**src/verilog/mul_defines.svh**
```systemverilog
`ifndef MUL_DEFINES_SVH
`define MUL_DEFINES_SVH

// ***************************************************************************
// Multiplier widths
// ***************************************************************************

// Operand width of both multiplicand and multiplier
`define MUL_WIDTH 16

// Full unsigned product, twice the operand width
`define PROD_WIDTH (2 * `MUL_WIDTH)

`endif

```
**src/verilog/mul_pkg.sv**
```systemverilog
`include "mul_defines.svh"

package mul_pkg;

    typedef logic [`MUL_WIDTH-1:0]  operand_t;
    typedef logic [`PROD_WIDTH-1:0] product_t;   // Product, also a shifted partial product

    // One multiply request
    typedef struct packed {
        operand_t a;        // Multiplicand
        operand_t b;        // Multiplier
    } mul_req_t;

    // Redundant form, value is sum + carry
    typedef struct packed {
        product_t sum;
        product_t carry;    // Already weighted one place up
    } cs_pair_t;

endpackage

```
**src/verilog/csa_array.sv**
```systemverilog
`include "mul_defines.svh"

module csa_array (
    input  logic                               clk,
    input  logic                               reset,
    input  logic                               load,
    input  mul_pkg::product_t [`MUL_WIDTH-1:0] pp,
    output mul_pkg::cs_pair_t                  pair
);

    import mul_pkg::*;

    cs_pair_t pair_next;

    // ***********************************************************************
    // Row chain
    // ***********************************************************************

    // Row k folds pp[k] into the running pair
    genvar k;
    generate
        for (k = 1; k < `MUL_WIDTH; k++) begin : g_row
            cs_pair_t row_in;
            cs_pair_t row_out;

            if (k == 1) begin : g_first
                assign row_in = '{sum: pp[0], carry: '0};   // Seed with first row
            end else begin : g_next
                assign row_in = g_row[k-1].row_out;
            end

            csa_row row0 (
                .pair_in  (row_in),
                .pp       (pp[k]),
                .pair_out (row_out)
            );
        end
    endgenerate

    assign pair_next = g_row[`MUL_WIDTH-1].row_out;

    // ***********************************************************************
    // Stage 1 register
    // ***********************************************************************

    always_ff @(posedge clk) begin
        if (reset) begin
            pair <= '0;
        end else if (load) begin
            pair <= pair_next;
        end
    end

endmodule

```
**src/verilog/csa_multiplier.sv**
```systemverilog
`include "mul_defines.svh"

module csa_multiplier (
    input  logic              clk,
    input  logic              reset,
    input  logic              in_valid,
    output logic              in_ready,
    input  mul_pkg::mul_req_t in_req,
    output logic              out_valid,
    input  logic              out_ready,
    output mul_pkg::product_t out_product
);

    mul_pkg::product_t [`MUL_WIDTH-1:0] pp;
    mul_pkg::cs_pair_t                  pair;
    logic                               stage1_load;
    logic                               stage2_load;

    partial_product_gen pp_gen0 (
        .req (in_req),
        .pp  (pp)
    );

    csa_array csa0 (
        .clk   (clk),
        .reset (reset),
        .load  (stage1_load),
        .pp    (pp),
        .pair  (pair)
    );

    final_adder cpa0 (
        .clk     (clk),
        .reset   (reset),
        .load    (stage2_load),
        .pair    (pair),
        .product (out_product)
    );

    mul_pipe_ctrl ctrl0 (
        .clk         (clk),
        .reset       (reset),
        .in_valid    (in_valid),
        .out_ready   (out_ready),
        .in_ready    (in_ready),
        .out_valid   (out_valid),
        .stage1_load (stage1_load),
        .stage2_load (stage2_load)
    );

endmodule

```
**src/verilog/csa_row.sv**
```systemverilog
`include "mul_defines.svh"

module csa_row (
    input  mul_pkg::cs_pair_t pair_in,
    input  mul_pkg::product_t pp,
    output mul_pkg::cs_pair_t pair_out
);

    import mul_pkg::*;

    product_t sum_bits;
    product_t carry_bits;   // Carry outs, one place up

    assign carry_bits[0] = 1'b0;

    // One full adder per bit position
    genvar i;
    generate
        for (i = 0; i < `PROD_WIDTH; i++) begin : g_fa
            logic s_in;
            logic c_in;
            logic p_in;

            assign s_in        = pair_in.sum[i];
            assign c_in        = pair_in.carry[i];
            assign p_in        = pp[i];
            assign sum_bits[i] = s_in ^ c_in ^ p_in;

            // Top carry out would fall beyond the product width
            if (i < `PROD_WIDTH - 1) begin : g_cout
                assign carry_bits[i+1] = (s_in & c_in) | (p_in & (s_in ^ c_in));
            end
        end
    endgenerate

    assign pair_out = '{sum: sum_bits, carry: carry_bits};

endmodule

```
**src/verilog/final_adder.sv**
```systemverilog
`include "mul_defines.svh"

module final_adder (
    input  logic              clk,
    input  logic              reset,
    input  logic              load,
    input  mul_pkg::cs_pair_t pair,
    output mul_pkg::product_t product
);

    import mul_pkg::*;

    product_t result;

    // ***********************************************************************
    // Carry-propagate adder
    // ***********************************************************************

    // Ripple from bit 0 upward, last carry out is beyond the product
    always_comb begin : ripple
        logic c;

        c = 1'b0;
        for (int i = 0; i < `PROD_WIDTH; i++) begin
            result[i] = pair.sum[i] ^ pair.carry[i] ^ c;
            c         = (pair.sum[i] & pair.carry[i]) | (c & (pair.sum[i] ^ pair.carry[i]));
        end
    end

    // ***********************************************************************
    // Stage 2 register
    // ***********************************************************************

    always_ff @(posedge clk) begin
        if (reset) begin
            product <= '0;
        end else if (load) begin
            product <= result;    // Held while the consumer stalls
        end
    end

endmodule

```
**src/verilog/mul_pipe_ctrl.sv**
```systemverilog
module mul_pipe_ctrl (
    input  logic clk,
    input  logic reset,
    input  logic in_valid,
    input  logic out_ready,
    output logic in_ready,
    output logic out_valid,
    output logic stage1_load,
    output logic stage2_load
);

    logic stage1_valid;
    logic stage2_valid;
    logic stage2_ready;

    // ***********************************************************************
    // Advance conditions
    // ***********************************************************************

    // Stage 2 frees up when empty or when its product is taken
    assign stage2_ready = ~stage2_valid | out_ready;

    assign stage2_load = stage1_valid & stage2_ready;    // Stage 1 moves down
    assign in_ready    = ~stage1_valid | stage2_ready;
    assign stage1_load = in_valid & in_ready;

    assign out_valid = stage2_valid;

    // ***********************************************************************
    // Stage valid bits
    // ***********************************************************************

    always_ff @(posedge clk) begin
        if (reset) begin
            stage1_valid <= 1'b0;
            stage2_valid <= 1'b0;
        end else begin
            // Refill, or keep a result that could not move on
            stage1_valid <= stage1_load | (stage1_valid & ~stage2_load);
            stage2_valid <= stage2_load | (stage2_valid & ~out_ready);
        end
    end

endmodule

```
**src/verilog/partial_product_gen.sv**
```systemverilog
`include "mul_defines.svh"

module partial_product_gen (
    input  mul_pkg::mul_req_t                  req,
    output mul_pkg::product_t [`MUL_WIDTH-1:0] pp
);

    import mul_pkg::*;

    // ***********************************************************************
    // AND array
    // ***********************************************************************

    // One row per multiplier bit, placed at that bit's weight
    genvar i;
    generate
        for (i = 0; i < `MUL_WIDTH; i++) begin : g_pp
            operand_t row_bits;

            assign row_bits = req.a & {`MUL_WIDTH{req.b[i]}};
            assign pp[i]    = product_t'(row_bits) << i;   // Zero extend, then shift
        end
    endgenerate

endmodule
```
**config.mk**
```make
export PLATFORM = sky130hd
export DESIGN_NAME = csa_multiplier
export DESIGN_NICKNAME = d
export VERILOG_FILES = /design/src/verilog/mul_pkg.sv /design/src/verilog/csa_array.sv /design/src/verilog/csa_multiplier.sv /design/src/verilog/csa_row.sv /design/src/verilog/final_adder.sv /design/src/verilog/mul_pipe_ctrl.sv /design/src/verilog/partial_product_gen.sv
export VERILOG_INCLUDE_DIRS = /design/src /design/src/verilog
export SDC_FILE = /design/constraint.sdc
export NUM_CORES = 1
export LEC_CHECK = 0
export BUFFER_PORTS_ARGS = -buffer_cell sky130_fd_sc_hd__clkbuf_2
export CELL_PAD_IN_SITES_DETAIL_PLACEMENT = 0
export CELL_PAD_IN_SITES_GLOBAL_PLACEMENT = 1
export CORE_UTILIZATION = 55
export CTS_CLUSTER_SIZE = 8
export DETAILED_ROUTE_END_ITERATION = 8
export PLACE_DENSITY = 0.93
export SLEW_MARGIN = 20
export SYNTH_ARGS = -nofsm -noshare
export SYNTH_HDL_FRONTEND = slang
export SYNTH_HIERARCHICAL = 1
export SYNTH_SLANG_ARGS = --single-unit
```
**constraint.sdc**
```tcl
create_clock -name clk -period 25.8 [get_ports clk]
set_input_delay 5.16 -clock clk [delete_from_list [all_inputs] [get_ports clk]]
set_output_delay 5.16 -clock clk [all_outputs]
set_load 0.03 [all_outputs]
```
Word level (Yosys, flattened, before mapping)

Cells that the tools add are included.

Bitwise logic cells: 1180

Operator list:

| operator   | count |
|---|---|
| AND 1 bit  | 468 |
| XOR 1 bit  | 464 |
| AND 16 bit | 16 |
| OR 1 bit   | 228 |
| NOT 1 bit  | 4 |

Flip-flop bits (word level): 80
Bits of input ports: 36
Output and inout bits: 34
Logic and storage cells: 1185

Longest topological paths before layout

Gate-level depths: netlist of run 1.

Word-level depth: 44
Gate-level depth with buffers: 36
Depth with buffers taken out: 36

By module

The synthesis of run 1 kept the hierarchy.

By module, submodules not included:

| module              | times used | cells each | area each (µm²) | sequential area each (µm²) |
|---|---|---|---|---|
| csa_row             | 15         | 34         | 655.6           | 0.0 |
| partial_product_gen | 1          | 545        | 3867.5          | 0.0 |
| csa_array           | 1          | 207        | 2294.7          | 1281.2 |
| final_adder         | 1          | 139        | 1801.7          | 640.6 |
| mul_pipe_ctrl       | 1          | 10         | 103.8           | 40.0 |

Worst setup path before layout of run 1

Ideal clock, no wire load.

Kind: in2reg
Start point: in in_req[1] in the netlist's numbering
End point: reg, netlist name csa0/pair[45]
Setup time: 0.128 ns
Arrival time: 12.508 ns
Required time: 25.672 ns
Path slack: 13.165 ns
Stages: 19
Buffers on the path: 1
Cell sequence: buf_6 and2_2 fa_1 fa_1 fa_1 fa_1 fa_1 fa_1 fa_1 fa_1 fa_1 fa_1 fa_1 fa_1 fa_1 fa_1 fa_1 mux2i_1 nor2_1

RTL lines:

| what            | RTL line            | RTL |
|---|---|---|
| start, declared | csa_multiplier.sv:8 | `input mul_pkg::mul_req_t in_req,` |

==> results_dict.tcl, run 1 <==
set metrics [dict create \
    status "finished clean" \
    seq_area_frac_synth_pct 10.96 \
    antenna_found_initial 0 \
    cts_resized 0 \
    vias_per_cell 4.593 \
    core_um2 31800 \
    clk_pin_slew_worst_paths_ns 0.06 \
    hold_path_depth 2 \
    antenna_cells 0 \
    grt_max_degree 99 \
    drt-wirelength-per-cell_um 13.11 \
    clock_latency_ns 0.34 \
    fin_nets 1987 \
    rows 65 \
    fin_tns_setup_ns 0 \
    grt_pass1_vias 10520 \
    endpoint_kind "flip-flop" \
    drc 0 \
    maxCapViolations 0 \
    hold_end "cpa0/product[16]" \
    worstMarginPinSlew_ns 1.053 \
    max_freq_ghz 0.07795 \
    synth_warnings 6 \
    area_delta_synth_final_pct -1.279 \
    io_buffers 69 \
    grt_use_total_pct 17.15 \
    slowest_delay_ns 0.44 \
    grt-ovfl-total 0 \
    cp.required_ns 26.00 \
    cts-buffers-inserted 9 \
    cp-start-kind "flip-flop" \
    final_common_cell "fa_1" \
    synthCells 1411 \
    drt-pass1-iter-count 4 \
    cts-root-buf "clkbuf_16" \
    cts_buffer_depth 2 \
    ys_types 24 \
    skew_ns 0.005813 \
    gp_congestion 0.7769 \
    ff2ff_setup_slack_ns 12.97 \
    avgSynthCellArea_um2 12.69 \
    critPathKind "reg -> reg" \
    cp.arrival_ns 13.03 \
    hold_path.class "reg -> reg" \
    cpMaxStageDelayCell "fa_1" \
    final_hold_viol_count 0 \
    clock_sinks 98 \
    cts_hold_buffers 0 \
    crit_fanout 2 \
    r2r_end "cpa0/product[31]" \
    io-pin-count 70 \
    num_vias 8704 \
    die_y_um 182.4 \
    drive_above_1_share_pct 8.425 \
    routed_wl_um 24840 \
    tritoncts "yes" \
    holdCritStartpoint "cpa0/product[16]" \
    maxSlewViolCount 0 \
    rsz0062_at_grt "no" \
    fill_cells 2718 \
    most-common-layout-cells "fa_1 (495), conb_1 (303), and2_1 (224)" \
    setup_viol 0 \
    start_util_pct 56.30 \
    drt_iter0_markers 226 \
    r2r_cells 36 \
    cts_setup_buffers 0 \
    cts_max_level 3 \
    dp_hpwl_um 22210 \
    synth_area_um2 17900 \
    final.period_utilization_pct 49.73 \
    synth_seq_cells 98 \
    slew_headroom_pct 29.78 \
    fp.dieW_um 182.4 \
    dieArea_um2 33280 \
    postRouteAntennaNets 0 \
    rr_startpoint "csa0/pair[0]" \
    period_minus_slack_ns 12.83 \
    crit_top_cell "fa_1" \
    grt_pass1_wl_um 45870 \
]
[metal layers]
layer  share of wire (%)  track usage, %  vias up
met3                 1.8           1.936       19
met5                   0               0        -
met2                  61           35.00       53
met1                  36           19.18     4812
li1                    -               -     3820
met4                0.90           2.555        0
[cells by family after synthesis]
kind of cell	share of synthesized area, %
buffers and inverters	14.27
xor gates and xnor gates	2.125
and+or+nand+nor	11.43
DFF	10.96
AOI/OAI and AO/OA	0.1188
muxes	5.312
other	0.3564
adders and majority gates	55.42
[layout make-up]
type | count | area (µm²) | area share, %
inverters | 6 | 22.52 | 0.1274
repair buffers | 71 | 380.4 | 2.152
clock buffers | 12 | 256.5 | 1.451
clock inverters | 4 | 48.80 | 0.2761
multi-input cells | 1269 | 14460 | 81.81
well taps | 435 | 544.3 | 3.080
flip-flops and latches | 98 | 1962 | 11.10
[per-stage QoR]
step	worst slack [ns]	hold WS, ns	area [µm²]	utilization, %	instances
4_1_cts	12.88	0.4784	17650	55.49	1894
6_report	12.97	0.4745	17670	55.58	1895
3_3_place_gp	12.69	0.4621	17340	54.53	1878
2_1_floorplan	13.16	0.4604	18980	-	1697
5_1_grt	12.42	0.5074	17670	55.58	1895
3_5_place_dp	12.59	0.4701	17340	54.53	1878
[registers in the layout, indices dropped and copies added, names as in the netlist]
signal and flops:
cpa0/product 32, ctrl0/out_valid 1, ctrl0/stage1_valid 1, csa0/pair 64
[synth_stat cells]
| library cell | number | area share (%) |
|---|---|---|
| conb_1 | 17 | 0.36 |
| xor3_1 | 16 | 2.1 |
| mux2i_1 | 95 | 5.3 |
| nor2_1 | 95 | 2.0 |
| a21oi_2 | 1 | 0.049 |
| dfxtp_1 | 98 | 11 |
| buf_1 | 6 | 0.13 |
| nand3b_4 | 1 | 0.11 |
| buf_6 | 18 | 1.1 |
| and2_2 | 33 | 1.4 |
| clkbuf_1 | 2 | 0.042 |
| ha_1 | 1 | 0.070 |
| a21oi_1 | 1 | 0.028 |
| buf_8 | 9 | 0.75 |
| buf_2 | 1 | 0.028 |
| inv_1 | 6 | 0.13 |
| nor2_2 | 1 | 0.035 |
| and2_4 | 1 | 0.049 |
| and2_1 | 224 | 7.8 |
| a211oi_1 | 1 | 0.042 |
| nand2b_1 | 1 | 0.035 |
| fa_1 | 495 | 55 |
| clkbuf_2 | 1 | 0.028 |
| buf_4 | 287 | 12 |
[worst max path at each step]
stage	from	endpoint	slack, ns	depth (start not counted)
finish	csa0/pair[0]	cpa0/product[31]	12.97	36
global route	csa0/pair[0]	cpa0/product[31]	12.42	36
CTS	csa0/pair[0]	cpa0/product[31]	12.88	36
detailed placement	in_req[1]	csa0/pair[45]	12.59	19
global placement	in_req[1]	csa0/pair[40]	12.69	19
floorplan	in_req[1]	csa0/pair[45]	13.16	19
[worst max-delay path, delay by kind of cell (launching register included)]
kind / cells / cell delay (ns)
adders and majority gates: 31 / 11.65
xor gates and xnor gates: 1 / 0.40
DFF: 1 / 0.31
muxes: 1 / 0.14
buffers and inverters: 2 / 0.12
and+or+nand+nor: 1 / 0.05
Power of run 1 is not shown: default switching activity piles up to over one toggle a cycle in this logic, so the estimate is an artifact.
==> run 2: changes to the inputs <==
--- a/config.mk
+++ b/config.mk
@@ -9,10 +9,10 @@
 export BUFFER_PORTS_ARGS = -buffer_cell sky130_fd_sc_hd__clkbuf_2
 export CELL_PAD_IN_SITES_DETAIL_PLACEMENT = 0
 export CELL_PAD_IN_SITES_GLOBAL_PLACEMENT = 1
-export CORE_UTILIZATION = 55
+export CORE_UTILIZATION = 54
 export CTS_CLUSTER_SIZE = 8
 export DETAILED_ROUTE_END_ITERATION = 8
-export PLACE_DENSITY = 0.93
+export PLACE_DENSITY = 0.91
 export SLEW_MARGIN = 20
 export SYNTH_ARGS = -nofsm -noshare
 export SYNTH_HDL_FRONTEND = slang
==> constraint.sdc (replaced) <==
create_clock -name clk -period 12 [get_ports clk]
set_input_delay 2.4 -clock clk [delete_from_list [all_inputs] [get_ports clk]]
set_output_delay 2.4 -clock clk [all_outputs]
set_load 0.03 [all_outputs]
==> run 2 against run 1 <==
  * Clock skew rose by 0.0033 ns
  * Setup slack got worse by 13 ns
  * Maximum frequency rose by 10%
  * Flip-flop and latch count did not move
  * First-iteration DRC count rose by 5.3%
  * Hold slack improved by 0.015 ns
  * Global-route usage fell by 1.2 points
  * Routed wire length fell by 3.2%
  * Critical path type unchanged
  * Highest routed layer unchanged
==> results_dict.tcl, run 2 (synthesized netlist as in run 1, its figures left out) <==
set metrics [dict create \
    cts-root-buf "clkbuf_16" \
    grt_pass1_wl_um 43850 \
    cp-endpoint "cpa0/product[31]" \
    cts_setup_buffers 0 \
    endpoint_kind "flip-flop" \
    grt_pass1_vias 10240 \
    slowest_delay_ns 0.38 \
    cp-start-kind "flip-flop" \
    core_um2 32540 \
    max_freq_ghz 0.08571 \
    antenna_cells 0 \
    most-common-layout-cells "fa_1 (469), conb_1 (303), and2_1 (224)" \
    vias_per_cell 4.518 \
    postRouteAntennaNets 0 \
    fp.dieW_um 184.1 \
    dieArea_um2 33880 \
    final.period_utilization_pct 97.22 \
    r2r_end "cpa0/product[31]" \
    top_register "csa0/pair" \
    critPathKind "reg -> reg" \
    drt-pass1-iter-count 4 \
    start_util_pct 55.02 \
    tritoncts "yes" \
    cts_buffer_depth 2 \
    cp.arrival_ns 11.85 \
    drc 0 \
    grt_max_degree 99 \
    io-pin-count 70 \
    maxCapViolations 0 \
    cp.required_ns 12.19 \
    fin_nets 1986 \
    r2r_cells 36 \
    grt_use_total_pct 15.99 \
    final_common_cell "fa_1" \
    dp_hpwl_um 21790 \
    crit_fanout 2 \
    cts-buffers-inserted 9 \
    fin_cells 1900 \
    worstMarginPinSlew_ns 1.092 \
    cts_hold_buffers 0 \
    gp_congestion 0.7618 \
    antenna_found_initial 0 \
    crit_top_cell "fa_2" \
    drt-wirelength-per-cell_um 12.65 \
    setup_viol 0 \
    crit_start "csa0/pair[0]" \
    clock_latency_ns 0.34 \
    final_hold_viol_count 0 \
    io_buffers 69 \
    area_delta_synth_final_pct -0.9645 \
    ff2ff_setup_slack_ns 0.33 \
    die_y_um 184.1 \
    skew_ns 0.009109 \
    cpMaxStageDelayCell "fa_1" \
    drive_above_1_share_pct 10.15 \
    dp.cells 1885 \
    largest_register_ffs 64 \
    rr_startpoint "csa0/pair[0]" \
    maxSlewViolCount 0 \
    status "finished clean" \
    period_minus_slack_ns 11.67 \
    rows 66 \
    drt_iter0_markers 238 \
    grt-ovfl-total 0 \
    slew_headroom_pct 27.22 \
    hold_path.class "reg -> reg" \
    num_vias 8585 \
    clock_sinks 98 \
    routed_wl_um 24040 \
    cts_max_level 3 \
    fin_tns_setup_ns 0 \
    clk_pin_slew_worst_paths_ns 0.07 \
    reg.largest.list "csa0/pair (64), cpa0/product (32)" \
]
run 2: cell type report:
class / count / area [µm²]
Multi-Input combinational cell: 1269 / 14520
Inverter: 6 / 22.52
Clock buffer: 9 / 225.2
Timing Repair Buffer: 70 / 352.8
Clock inverter: 6 / 90.09
Fill cell: 2846 / 14810
Sequential cell: 98 / 1962
Tap cell: 442 / 553.0
run 2: worst min path at each step:
stage / to / depth (start not counted) / startpoint / slack [ns]
final: cpa0/product[16] / 2 / cpa0/product[16] / 0.49
after floorplan: csa0/pair[16] / 2 / csa0/pair[16] / 0.46
after global placement: ctrl0/out_valid / 2 / ctrl0/stage1_valid / 0.47
after detailed placement: cpa0/product[28] / 2 / cpa0/product[28] / 0.49
after global routing: cpa0/product[16] / 2 / cpa0/product[16] / 0.51
after CTS: cpa0/product[16] / 2 / cpa0/product[16] / 0.50
run 2: critical path: cells and delay by family (launching register included):
family | cells | cell delay (ns)
xor gates and xnor gates | 1 | 0.37
adders and majority gates | 31 | 10.48
buffers and inverters | 2 | 0.13
DFF | 1 | 0.31
muxes | 1 | 0.14
and+or+nand+nor | 1 | 0.05
run 2: stage by stage:
step,util (%),area [µm²],hold slack (ns),setup WS [ns]
floorplan,-,19000,0.4604,0.001356
finish,54.49,17730,0.4892,0.3334
global placement,53.38,17370,0.4721,-0.2200
global route,54.49,17730,0.5140,-0.004333
CTS,54.45,17710,0.4985,0.01937
detailed placement,53.38,17370,0.4861,-0.5700
run 2: timing repair:
item / CTS / global route
pin swaps: 0 / 0
setup endpoints to repair: 2 / 1
gates resized for setup: 12 / 6
run 2: per-layer routing:
metal	wire (µm)	GRT usage (%)	vias to the layer above
met5	0	0	-
met4	148	2.333	0
met3	373	1.842	13
met2	15170	33.00	36
met1	8344	17.46	4729
li1	-	-	3807
Power of run 2 is left out for the same reason.
==> run 3: changes to the inputs <==
--- a/config.mk
+++ b/config.mk
@@ -13,6 +13,7 @@
 export CTS_CLUSTER_SIZE = 8
 export DETAILED_ROUTE_END_ITERATION = 8
 export PLACE_DENSITY = 0.91
+export RECOVER_POWER = 50
 export SLEW_MARGIN = 20
 export SYNTH_ARGS = -nofsm -noshare
 export SYNTH_HDL_FRONTEND = slang
==> run 3 against run 2 <==
  * Utilization decreased by 0.18 points
  * Design area decreased by 0.33%
  * Die area unchanged
  * The flow now finishes with violations (capacitance limit, slew limit)
  * Largest cell class unchanged
  * Non-clock buffer count unchanged
  * Register-to-register slack about the same
  * Critical endpoint unchanged
  * Setup slack got worse by 0.012 ns
  * Hold slack got worse by 0.015 ns
==> results_dict.tcl, run 3 (synthesized netlist as in run 1, its figures left out) <==
set metrics [dict create \
    skew_ns 0.007483 \
    final_hold_viol_count 0 \
    final_common_cell "fa_1" \
    largest_register_ffs 64 \
    clock_sinks 98 \
    hold_end "ctrl0/out_valid" \
    core_um2 32540 \
    slowest_delay_ns 0.38 \
    antenna_found_initial 0 \
    violations "capacitance limit, slew limit" \
    hold_path.class "reg -> reg" \
    final.period_utilization_pct 97.32 \
    rows 66 \
    reg.largest.list "csa0/pair (64), cpa0/product (32)" \
    maxCapViolations 2 \
    vias_per_cell 4.513 \
    fp.dieW_um 184.1 \
    worstMarginPinSlew_ns 5.295 \
    io-pin-count 70 \
    drt-wirelength-per-cell_um 12.66 \
    slew_headroom_pct -253.0 \
    cp-start-kind "flip-flop" \
    num_vias 8574 \
    drt_iter0_markers 240 \
    die_y_um 184.1 \
    max_freq_ghz 0.08563 \
    period_minus_slack_ns 11.68 \
    tritoncts "yes" \
    cp.required_ns 12.19 \
    io_buffers 69 \
    grt_pass1_wl_um 43850 \
    status "finished, violations left" \
    fin_area_um2 17670 \
    cts_hold_buffers 0 \
    cts-root-buf "clkbuf_16" \
    crit_fanout 2 \
    hold_slack_ns 0.4738 \
    grt-ovfl-total 0 \
    routed_wl_um 24050 \
    postRouteAntennaNets 0 \
    rr_startpoint "csa0/pair[0]" \
    fin_nets 1986 \
    start_util_pct 55.02 \
    clock_latency_ns 0.34 \
    setup_viol 0 \
    crit_top_cell "fa_2" \
    grt_max_degree 99 \
    endpoint_kind "flip-flop" \
    cts_buffer_depth 2 \
    gp_congestion 0.7618 \
    dieArea_um2 33880 \
    ff2ff_setup_slack_ns 0.32 \
    cts-buffers-inserted 9 \
    drt-pass1-iter-count 4 \
    hold_path_depth 2 \
    cpMaxStageDelayCell "fa_1" \
    cp.arrival_ns 11.86 \
    drive_above_1_share_pct 7.613 \
    antenna_cells 0 \
    most-common-layout-cells "fa_1 (469), conb_1 (303), and2_1 (224)" \
    area_delta_synth_final_pct -1.293 \
    critPathKind "reg -> reg" \
    clk_pin_slew_worst_paths_ns 0.07 \
    drc 0 \
    top_register "csa0/pair" \
    holdCritStartpoint "ctrl0/stage1_valid" \
    grt_use_total_pct 15.99 \
    maxSlewViolCount 99 \
    cts_max_level 3 \
    place_area_um2 17370 \
    grt_pass1_vias 10240 \
    dp_hpwl_um 21790 \
    r2r_cells 36 \
    r2r_end "cpa0/product[31]" \
]
-- run 3: changes by cell type in the layout (fill, tap and decap cells not counted) --
cell	before	now
and2_0	0	2
nand3b_4	1	0
nand3b_1	0	1
clkbuf_1	0	34
and2_2	33	32
and2_4	1	0
clkbuf_2	68	34
-- run 3: how the worst max path moves through the flow --
| stage | start | slack [ns] | end | cells after the start |
|---|---|---|---|---|
| 2_1_floorplan | csa0/pair[0] | 0.001 | cpa0/product[31] | 36 |
| 3_3_place_gp | csa0/pair[0] | -0.22 | cpa0/product[31] | 36 |
| 3_5_place_dp | csa0/pair[0] | -0.57 | cpa0/product[31] | 36 |
| 4_1_cts | csa0/pair[0] | 0.02 | cpa0/product[31] | 36 |
| 5_1_grt | csa0/pair[0] | -0.02 | cpa0/product[31] | 36 |
| 6_report | csa0/pair[0] | 0.32 | cpa0/product[31] | 36 |
-- run 3: repair_timing --
item,CTS,global route
pin swaps,0,0
gates resized for setup,12,6
buffers inserted,0,0
setup endpoints to repair,2,1
gates cloned,0,0
-- run 3: worst max-delay path, delay by kind of cell (launching register included) --
| kind | cells | cell delay (ns) |
|---|---|---|
| xor gates and xnor gates | 1 | 0.37 |
| adders and majority gates | 31 | 10.48 |
| DFF | 1 | 0.31 |
| muxes | 1 | 0.14 |
| buffers and inverters | 2 | 0.13 |
| and+or+nand+nor | 1 | 0.06 |
-- run 3: area by class of cell --
type                            count  area (µm²)
Tap cell                          442       553.0
Sequential cell                    98        1962
Multi-Input combinational cell   1269       14510
Clock buffer                        9       225.2
Clock inverter                      6       90.09
Fill cell                        2862       14870
Inverter                            6       22.52
Timing Repair Buffer               70       310.3
-- run 3: routing by layer --
| layer | GRT usage (%) | routed length, µm |
|---|---|---|
| met1 | 17.46 | 8308 |
| met2 | 33.00 | 15180 |
| met3 | 1.842 | 407 |
| met4 | 2.333 | 159 |
| met5 | 0 | 0 |
-- run 3: metrics by stage --
stage | std cells | worst slack (ns) | utilization [%] | TNS, ns
finish | 1900 | 0.3219 | 54.31 | 0
global route | 1900 | -0.02244 | 54.31 | -0.02244
CTS | 1900 | 0.01937 | 54.45 | 0
detailed placement | 1885 | -0.5700 | 53.38 | -0.8469
global placement | 1885 | -0.2200 | 53.38 | -0.2200
floorplan | 1697 | 0.001356 | - | 0
Power of run 3 is left out for the same reason.
